**config.mk**
```make
export PLATFORM = sky130hd
export DESIGN_NAME = isqrt_pipeline
export DESIGN_NICKNAME = d
export VERILOG_FILES = /design/src/sqrt_data_pkg.sv /design/src/sqrt_io_pkg.sv /design/src/sqrt_ingress.sv /design/src/sqrt_stage.sv /design/src/sqrt_egress.sv /design/src/isqrt_pipeline.sv
export VERILOG_INCLUDE_DIRS = /design/src
export SDC_FILE = /design/constraint.sdc
export NUM_CORES = 1
export LEC_CHECK = 0
export ABC_AREA = 1
export BUFFER_PORTS_ARGS = -buffer_cell sky130_fd_sc_hd__buf_2
export CELL_PAD_IN_SITES_DETAIL_PLACEMENT = 0
export CELL_PAD_IN_SITES_GLOBAL_PLACEMENT = 1
export CORE_MARGIN = 3
export CORE_UTILIZATION = 48
export CTS_CLUSTER_DIAMETER = 150
export DETAILED_ROUTE_END_ITERATION = 12
export PLACE_DENSITY = 0.93
export SYNTH_ARGS = -nofsm -noshare
export SYNTH_HDL_FRONTEND = slang
export SYNTH_SLANG_ARGS = --single-unit
```
**constraint.sdc**
```tcl
create_clock -name clk -period 4.9 [get_ports clk]
set_input_delay 0.245 -clock clk [delete_from_list [all_inputs] [get_ports clk]]
set_output_delay 0.245 -clock clk [all_outputs]
set_load 0.01 [all_outputs]
```
**src/sqrt_defines.svh**
```systemverilog
/* Width and depth constants for the pipelined integer square root unit.
   Include wherever a width or the stage count is needed. */

`ifndef SQRT_DEFINES_SVH
`define SQRT_DEFINES_SVH

// Unsigned radicand width in bits
`define SQRT_RAD_W 16

// Floor root width, always half the radicand width
`define SQRT_ROOT_W 8

// Root bits decided inside one pipeline stage
// Two per clock, same as the iterative core this grew from
`define SQRT_ITERS_PER_STAGE 2

// Number of iterating stages between ingress and egress
// Root width divided by iterations per stage
`define SQRT_STAGES 4

// Width of the caller's request tag
// Tags pass through untouched so responses can be matched up
`define SQRT_TAG_W 4

`endif

```
**src/sqrt_data_pkg.sv**
```systemverilog
/* Internal pipeline types for the square root unit.
   Shared by ingress, the iterating stages and egress. */

`include "sqrt_defines.svh"

package sqrt_data_pkg;

	// Remaining radicand needs one guard bit above the radicand
	// The subtraction never goes negative, but delta can exceed 16 bits
	localparam int EPS_W = `SQRT_RAD_W + 1;

	// Partial root width
	localparam int RES_W = `SQRT_ROOT_W;

	// State handed from one stage register to the next
	// About 30 bits in total
	typedef struct packed {
		// Slot holds a live request
		// Acts as the travelling strobe through the pipe
		logic                   valid;
		// Caller tag, carried along unchanged
		logic [`SQRT_TAG_W-1:0] tag;
		// What is left of the radicand after the bits decided so far
		logic [EPS_W-1:0]       eps;
		// Root bits decided so far, lower bits still zero
		logic [RES_W-1:0]       res;
	} stage_state_t;

	// The candidate bit is not part of the state
	// Each stage knows its own bit positions from its index

endpackage

```
**src/sqrt_io_pkg.sv**
```systemverilog
/* Request and response types seen at the top level of the root unit.
   A producer fills sqrt_req_t, a consumer reads sqrt_rsp_t. */

`include "sqrt_defines.svh"

package sqrt_io_pkg;

	// Remainder is at most twice the root, so one bit wider than the root
	localparam int REM_W = `SQRT_ROOT_W + 1;

	// Incoming query, sampled while in_valid is high
	typedef struct packed {
		logic [`SQRT_RAD_W-1:0] radicand;
		logic [`SQRT_TAG_W-1:0] tag;
	} sqrt_req_t;

	// Outgoing answer, valid while out_valid is high
	typedef struct packed {
		// Floor of the square root
		logic [`SQRT_ROOT_W-1:0] root;
		// Radicand minus root squared
		logic [REM_W-1:0]        rem;
		// High when the radicand is a perfect square
		logic                    exact;
		// Tag of the request this answers
		logic [`SQRT_TAG_W-1:0]  tag;
	} sqrt_rsp_t;

endpackage

```
**src/sqrt_ingress.sv**
```systemverilog
/* Entry register of the root pipeline. Captures a request and seeds
   the iteration state that stage 0 works on. */

`include "sqrt_defines.svh"

module sqrt_ingress (
	input  logic                        clk,
	input  logic                        rst,
	input  logic                        in_valid,
	input  sqrt_io_pkg::sqrt_req_t      in_req,
	output sqrt_data_pkg::stage_state_t state_out
);

	// Local copy of the eps width for the zero extension below
	localparam int EPS_W = sqrt_data_pkg::EPS_W;

	// Seed state built from the raw request
	sqrt_data_pkg::stage_state_t seed;

	always_comb begin
		seed.valid = in_valid;
		seed.tag   = in_req.tag;
		// Whole radicand is still left to take apart
		seed.eps   = EPS_W'(in_req.radicand);
		// No root bits decided yet
		seed.res   = '0;
	end

	// A new state is loaded on every clock
	// Idle cycles simply load a slot with valid low
	always_ff @(posedge clk) begin
		state_out.tag <= seed.tag;
		state_out.eps <= seed.eps;
		state_out.res <= seed.res;
		// Only the strobe is cleared on reset
		if (rst) begin
			state_out.valid <= 1'b0;
		end else begin
			state_out.valid <= seed.valid;
		end
	end

endmodule

```
**src/sqrt_stage.sv**
```systemverilog
/* One root pipeline stage. Decides two root bits with the restoring
   digit-by-digit rule and registers the updated state. */

`include "sqrt_defines.svh"

module sqrt_stage #(
	// Stage index, 0 decides the top root bits
	parameter int STAGE = 0
) (
	input  logic                        clk,
	input  logic                        rst,
	input  sqrt_data_pkg::stage_state_t state_in,
	output sqrt_data_pkg::stage_state_t state_out
);

	localparam int EPS_W = sqrt_data_pkg::EPS_W;
	localparam int RES_W = sqrt_data_pkg::RES_W;
	localparam int ITERS = `SQRT_ITERS_PER_STAGE;

	// Highest root bit this stage decides
	// Stage 0 takes bits 7 and 6, stage 3 takes bits 1 and 0
	localparam int TOP_BIT = `SQRT_ROOT_W - 1 - STAGE * ITERS;

	// Intermediate values between the chained iterations
	// Index 0 is the stage input, index ITERS the stage result
	logic [EPS_W-1:0] eps_step [ITERS+1];
	logic [RES_W-1:0] res_step [ITERS+1];

	assign eps_step[0] = state_in.eps;
	assign res_step[0] = state_in.res;

	// Iterations run one after the other within the same cycle
	for (genvar i = 0; i < ITERS; i++) begin : g_iter
		// Candidate bit position, fixed at elaboration
		localparam int K = TOP_BIT - i;

		// Cost of setting bit K on top of the partial root
		// (res + 2^K)^2 - res^2 = res * 2^(K+1) + 2^(2K)
		logic [EPS_W-1:0] delta;
		// Candidate bit fits under what is left of the radicand
		logic             take;

		assign delta = (EPS_W'(res_step[i]) << (K + 1)) + (EPS_W'(1) << (2 * K));
		assign take  = (delta <= eps_step[i]);

		// Keep the bit and pay for it, or leave both alone
		assign eps_step[i+1] = take ? (eps_step[i] - delta) : eps_step[i];
		assign res_step[i+1] = take ? (res_step[i] | (RES_W'(1) << K)) : res_step[i];
	end

	// Stage register
	always_ff @(posedge clk) begin
		state_out.tag <= state_in.tag;
		state_out.eps <= eps_step[ITERS];
		state_out.res <= res_step[ITERS];
		// Data moves regardless, the strobe decides if it counts
		if (rst) begin
			state_out.valid <= 1'b0;
		end else begin
			state_out.valid <= state_in.valid;
		end
	end

endmodule

```
**src/sqrt_egress.sv**
```systemverilog
/* Exit register of the root pipeline. Turns the final iteration state
   into a response with remainder and exact flag. */

module sqrt_egress (
	input  logic                        clk,
	input  logic                        rst,
	input  sqrt_data_pkg::stage_state_t state_in,
	output logic                        out_valid,
	output sqrt_io_pkg::sqrt_rsp_t      out_rsp
);

	localparam int REM_W = sqrt_io_pkg::REM_W;

	// Response assembled from the last stage's state
	sqrt_io_pkg::sqrt_rsp_t rsp;

	always_comb begin
		// All root bits are decided by now
		rsp.root  = state_in.res;
		// Leftover radicand is the remainder
		// Never more than 2 * root, so the upper eps bits are always zero
		rsp.rem   = state_in.eps[REM_W-1:0];
		// Perfect square when nothing is left over
		rsp.exact = (rsp.rem == '0);
		rsp.tag   = state_in.tag;
	end

	// Response register, payload is loaded every cycle
	always_ff @(posedge clk) begin
		out_rsp <= rsp;
	end

	// Output strobe follows the travelling valid bit
	always_ff @(posedge clk) begin
		if (rst) begin
			out_valid <= 1'b0;
		end else begin
			out_valid <= state_in.valid;
		end
	end

endmodule

```
**src/isqrt_pipeline.sv**
```systemverilog
/* Pipelined integer square root, one request per cycle, fixed latency of six.
   Chains ingress, the iterating stages and egress. */

`include "sqrt_defines.svh"

module isqrt_pipeline (
	input  logic                   clk,
	input  logic                   rst,
	input  logic                   in_valid,
	input  sqrt_io_pkg::sqrt_req_t in_req,
	output logic                   out_valid,
	output sqrt_io_pkg::sqrt_rsp_t out_rsp
);

	// State between registers
	// Entry 0 leaves ingress, entry SQRT_STAGES feeds egress
	sqrt_data_pkg::stage_state_t state [`SQRT_STAGES+1];

	// Request capture and seeding
	sqrt_ingress u_ingress (
		.clk       (clk),
		.rst       (rst),
		.in_valid  (in_valid),
		.in_req    (in_req),
		.state_out (state[0])
	);

	// Iterating stages, top root bits first
	for (genvar s = 0; s < `SQRT_STAGES; s++) begin : g_stage
		sqrt_stage #(
			.STAGE (s)
		) u_stage (
			.clk       (clk),
			.rst       (rst),
			.state_in  (state[s]),
			.state_out (state[s+1])
		);
	end

	// Response formatting
	sqrt_egress u_egress (
		.clk       (clk),
		.rst       (rst),
		.state_in  (state[`SQRT_STAGES]),
		.out_valid (out_valid),
		.out_rsp   (out_rsp)
	);

endmodule

```
After elaboration in Yosys (flattened, before gate mapping). Cells that the tools add are included. Widths: inputs -> output; s select.

Latch bits: 0. Memory bits (writable): 0. Logic and storage cells: 64. Flip-flop bits (word level): 156. Memories: 0. Output and inout port bits: 23. Input bits: 23. ROM bits: 0.

Order comparisons: 8. $add $sub $neg: 15. Multiplexer cells: 12. Shifts and indexed selects: 0. Bitwise gates (word level): 0. Reduce and logical (&&, ||, !) cells: 1. Equal/unequal tests: 0. Div/mod/pow operators: 0. $mul: 0.

Operators with widths (count): $mux 17 (7); $le 17x17->1 (6); $sub 17x17->17 (6); $le 10x17->1 (1); $sub 16x15->17 const B (1); $add 15x13->16 const B (1); $le 15x16->1 const A (1); $add 14x11->15 const B (1); $add 13x9->14 const B (1); $add 12x7->13 const B (1); $add 11x5->12 const B (1); $add 10x3->11 const B (1); $add 9x1->10 const B (1); $logic_not 9->1 (1); $mux 9 (1); $sub 9x9->9 (1); $mux 8 (1); $mux 6 (1); $mux 4 (1); $mux 2 (1).

Logic depth before layout (Yosys ltp).
Word-level depth: 6. Mapped depth: 24.

By module. From an unflattened synthesis, not the netlist that was laid out.

Cell total of the unflattened synthesis: 1353. Area, all modules: 10128.5 um^2.

By module, submodules not included: sqrt_stage at g_stage[3].u_stage (instances 1, cells each 397, sequential area each 600.6 um^2, area an instance 2598.7 um^2); sqrt_stage at g_stage[2].u_stage (instances 1, cells each 339, sequential area each 600.6 um^2, area an instance 2369.8 um^2); sqrt_stage at g_stage[1].u_stage (instances 1, cells each 295, sequential area each 600.6 um^2, area an instance 2193.4 um^2); sqrt_stage at g_stage[0].u_stage (instances 1, cells each 256, sequential area each 600.6 um^2, area an instance 1965.6 um^2); sqrt_ingress (instances 1, cells each 33, sequential area each 420.4 um^2, area an instance 501.7 um^2); sqrt_egress (instances 1, cells each 33, sequential area each 460.4 um^2, area an instance 499.2 um^2).

Worst setup path after synthesis. Ideal clock, no wire load.

Kind: register to register. From: reg g_stage[1].u_stage.state_out[6] (netlist bit). To: reg g_stage[2].u_stage.state_out[12] (netlist bit). Stages on the path, launching flop included: 22. Setup time: 119 ps. Setup slack: 1745 ps. Data required time: 4781 ps. Arrival time: 3036 ps. Clock period less this slack: 3155 ps. Cells stage by stage: dfxtp_1 -> inv_1 -> ha_1 -> nand2_1 -> nand2_1 -> nand2_1 -> nand2_1 -> nor2_2 -> nand3_2 -> buf_6 -> inv_1 -> nand2_1 -> o21ai_0 -> ha_1 -> a21oi_1 -> nor2_1 -> a211oi_1 -> nand2_2 -> nor2_4 -> nand3_2 -> buf_6 -> xor2_1.

RTL lines: start, declared (RTL line sqrt_stage.sv:13) `output sqrt_data_pkg::stage_state_t state_out`; end, declared (RTL line sqrt_stage.sv:13).

==> impl_metrics.csv <==
group,metric,value,unit
die,ios,46,
setup_path,critical_path_required,5.21,ns
pwr,power_frac_comb,0.452,
layout,area_growth,18.63,%
pwr,intPower,2.924,mW
setup_path,critical_path_class,"flip-flop to flip-flop",
synth,syn_nets,903,
layout,drive_gt1_frac,0.1353,
detailed_routing,route.detailed.drc,0,
setup_path,cp-startpoint,"g_stage[2].u_stage.state_out[2]",
detailed_routing,ant_nets,0,
setup_path,worstReg2RegStart,"g_stage[2].u_stage.state_out[2]",
timing,rsz0062_at_grt,"no",
die,start_util,0.5028,
pwr,powerDensity,664.2,nW/um^2
synth,synth_cells,832,
synth,netlist_top_cells_area,"dfxtp_1 44%, nand2_1 13%, ha_1 9.2%",
global_route,grt_pass1_wl,23.32,mm
synth,synth_seq_cells,144,
layout,most-common-layout-cells,"226 x nand2_1, 144 x dfxtp_1, 98 x inv_1",
timing,fin_crit,4.030,ns
synth,syn-mean-instance-area,7.812,sq um
cts,cts_made_buffers,17,
layout,num_antenna_cells,0,
detailed_routing,avgRoutedWirePerCell,12.48,microns
timing,worst_pin_slew,0.6587,ns
job,maxCapViolCount,0,
detailed_routing,dr.pass1.iters,5,
die,die_w,122.4,microns
global_route,antenna_found_initial,0,
setup_path,endpoint_kind,"flip-flop",
die,die_h,122.4,microns
pwr,leakagePower,3.875,nW
outcome,outcome,"complete, no violations",
cts,clk_path_buf_depth,2,
timing,fin_crit_sh,0.8225,
detailed_routing,vias,5306,
timing,finalClockSkew,0.01163,ns
hold_path,hp-class,"primary input to flip-flop",
global_route,grt_pass1_vias,5248,
layout,final_common_cell,"nand2_1",
timing,max_freq,248.1,MHz
synth,ys_seq_area_frac,0.4435,
hold_path,min_from,"in_valid",
pwr,clkPwrFrac,0.249,
cts,cts-resized-gates,0,
cts,clkTransAtPathRegs,0.07,ns
die,coreArea,12930,sq um
global_route,overflow,0,
timing,slew_violations,0,
detailed_routing,avgViaCountPerCell,4.841,
timing,maxSlewHeadroom,0.5592,
synth,ys_types,36,
detailed_routing,routed_wl,13.67,mm
synth,synth_area,6500,sq um
synth,yosysTopAreaCellShare,0.4435,
placement,dpl.hpwl,10.43,mm
pwr,power_frac_seq,0.299,
cts,cts_max_level,4,
setup_path,critPathArrivalTime,4.34,ns
cts,cts_tree,"yes",
placement,routabilityCongestion,0.9472,
setup_path,start_kind,"flip-flop",
pwr,p_sw,2.198,mW
pwr,vdd_ir_drop_max,0.2743,mV
synth,yosys.area.top_type,"dfxtp_1",
timing,setup_viol,0,
detailed_routing,drtIter0Drc,338,
die,rows,41,
die,die_area,14970,sq um
setup_path,crit_fanout,20,
global_route,grt_max_degree,21,
placement,io_buffers,45,
cts,clkLatencyLatePin,0.42,ns
timing,hold_violations,0,
synth,synth_warnings,0,
cts,root_buffer,"clkbuf_16",
pwr,netSwitchingFraction,0.4291,
global_route,grt_usage,0.1970,
cts,clkSinkCount,144,
layout,nNetsFinal,982,
timing,hold_ws,0.03693,ns
timing,setup_tns,0,ns
layer usage:
layer,share of wire,GRT usage
met5,0,0
met4,0.021,0.07208
met3,0.039,0.04654
met2,0.49,0.3514
met1,0.45,0.2294
final timing paths:
path	to	slack (ns)	cells past startpoint
min	u_ingress.state_out[29]	0.04	3
max reg2reg	g_stage[3].u_stage.state_out[16]	0.87	21
max	g_stage[3].u_stage.state_out[16]	0.87	21
min reg2reg	u_egress.out_rsp[14]	0.32	0
power by group through the flow:
stage               Sequential [mW]  Clock [mW]  Combinational (mW)
floorplan                      1.54           0                1.81
global placement               1.56           0                2.27
detailed placement             1.56           0                2.27
CTS                            1.53        1.30                2.31
global route                   1.56        1.35                2.65
finish                         1.53        1.28                2.31
Yosys cell counts:
| cell | count |
|---|---|
| a211oi_1 | 3 |
| a21oi_1 | 26 |
| a21oi_4 | 1 |
| and2_1 | 1 |
| buf_2 | 1 |
| buf_4 | 1 |
| buf_6 | 3 |
| clkinv_1 | 1 |
| dfxtp_1 | 144 |
| ha_1 | 48 |
| inv_1 | 98 |
| inv_2 | 17 |
| nand2_1 | 226 |
| nand2_2 | 7 |
| nand3_1 | 57 |
| nand3_2 | 9 |
| nand3_4 | 1 |
| nand3b_1 | 2 |
| nand3b_2 | 1 |
| nand4_1 | 27 |
| nor2_1 | 70 |
| nor2_2 | 4 |
| nor2_4 | 1 |
| nor2_8 | 2 |
| nor3_1 | 7 |
| nor3b_1 | 1 |
| nor4_1 | 6 |
| o211ai_1 | 1 |
| o21ai_0 | 9 |
| o21ai_1 | 20 |
| o21ai_2 | 1 |
| o21bai_1 | 3 |
| or2_1 | 1 |
| or2_2 | 4 |
| xnor2_1 | 11 |
| xor2_1 | 17 |
sequential cells by signal, indices dropped and copies added, names as in the netlist:
name                       count
u_ingress.state_out           21
u_egress.out_valid             1
g_stage.u_stage.state_out    100
u_egress.out_rsp              22
cell families after synthesis:
| logic type | after synthesis | share of synthesized area |
|---|---|---|
| xor gates and xnor gates | 28 | 0.03773 |
| AOI/OAI and AO/OA | 64 | 0.05428 |
| adders and majority gates | 48 | 0.09240 |
| buffers and inverters | 121 | 0.07411 |
| DFF | 144 | 0.4435 |
| and+or+nand+nor | 427 | 0.2980 |
cell type report:
class / instances / area (sq um)
clock buffers: 17 / 425.4
clock inverters: 15 / 191.4
fillers: 1168 / 5216
inverters: 116 / 435.4
multi-input cells: 567 / 3136
flip-flops and latches: 144 / 2883
well taps: 172 / 215.2
repair buffers: 65 / 425.4
worst max-delay path, stage by stage (launching register included):
cell	delay [ns]
dfxtp_1	0.37
inv_1	0.08
ha_1	0.37
a21oi_1	0.24
nand2_1	0.16
nand3_1	0.11
nand2_1	0.10
nand2_2	0.13
nand2_1	0.40
o21ai_1	0.36
inv_1	0.12
ha_1	0.36
nand2_1	0.14
nor3_1	0.07
nand4_1	0.10
nand3_1	0.09
nor2_1	0.08
nand2_1	0.13
nor2_8	0.20
nand3_4	0.15
nand2_1	0.09
nand2_1	0.05
metrics by stage:
stage / util / instances / cell area, sq um / total power [mW] / setup WS [ns]
6_report: 0.5965 / 1096 / 7711 / 5.121 / 0.8696
5_1_grt: 0.5965 / 1096 / 7711 / 5.559 / 0.3400
4_1_cts: 0.5965 / 1096 / 7711 / 5.138 / 0.8537
3_5_place_dp: 0.5333 / 1044 / 6894 / 3.835 / 0.8775
3_3_place_gp: 0.5333 / 1044 / 6894 / 3.830 / 0.9861
2_1_floorplan: - / 832 / 6500 / 3.350 / 1.745
what timing repair did:
| action | in CTS | in global routing |
|---|---|---|
| endpoints found under the setup margin | 0 | 0 |
| setup buffers | 0 | 0 |
| hold buffers | 20 | 0 |
| endpoints found under the hold margin | 20 | 0 |
Note: power is estimated with default switching activity, not from simulation.
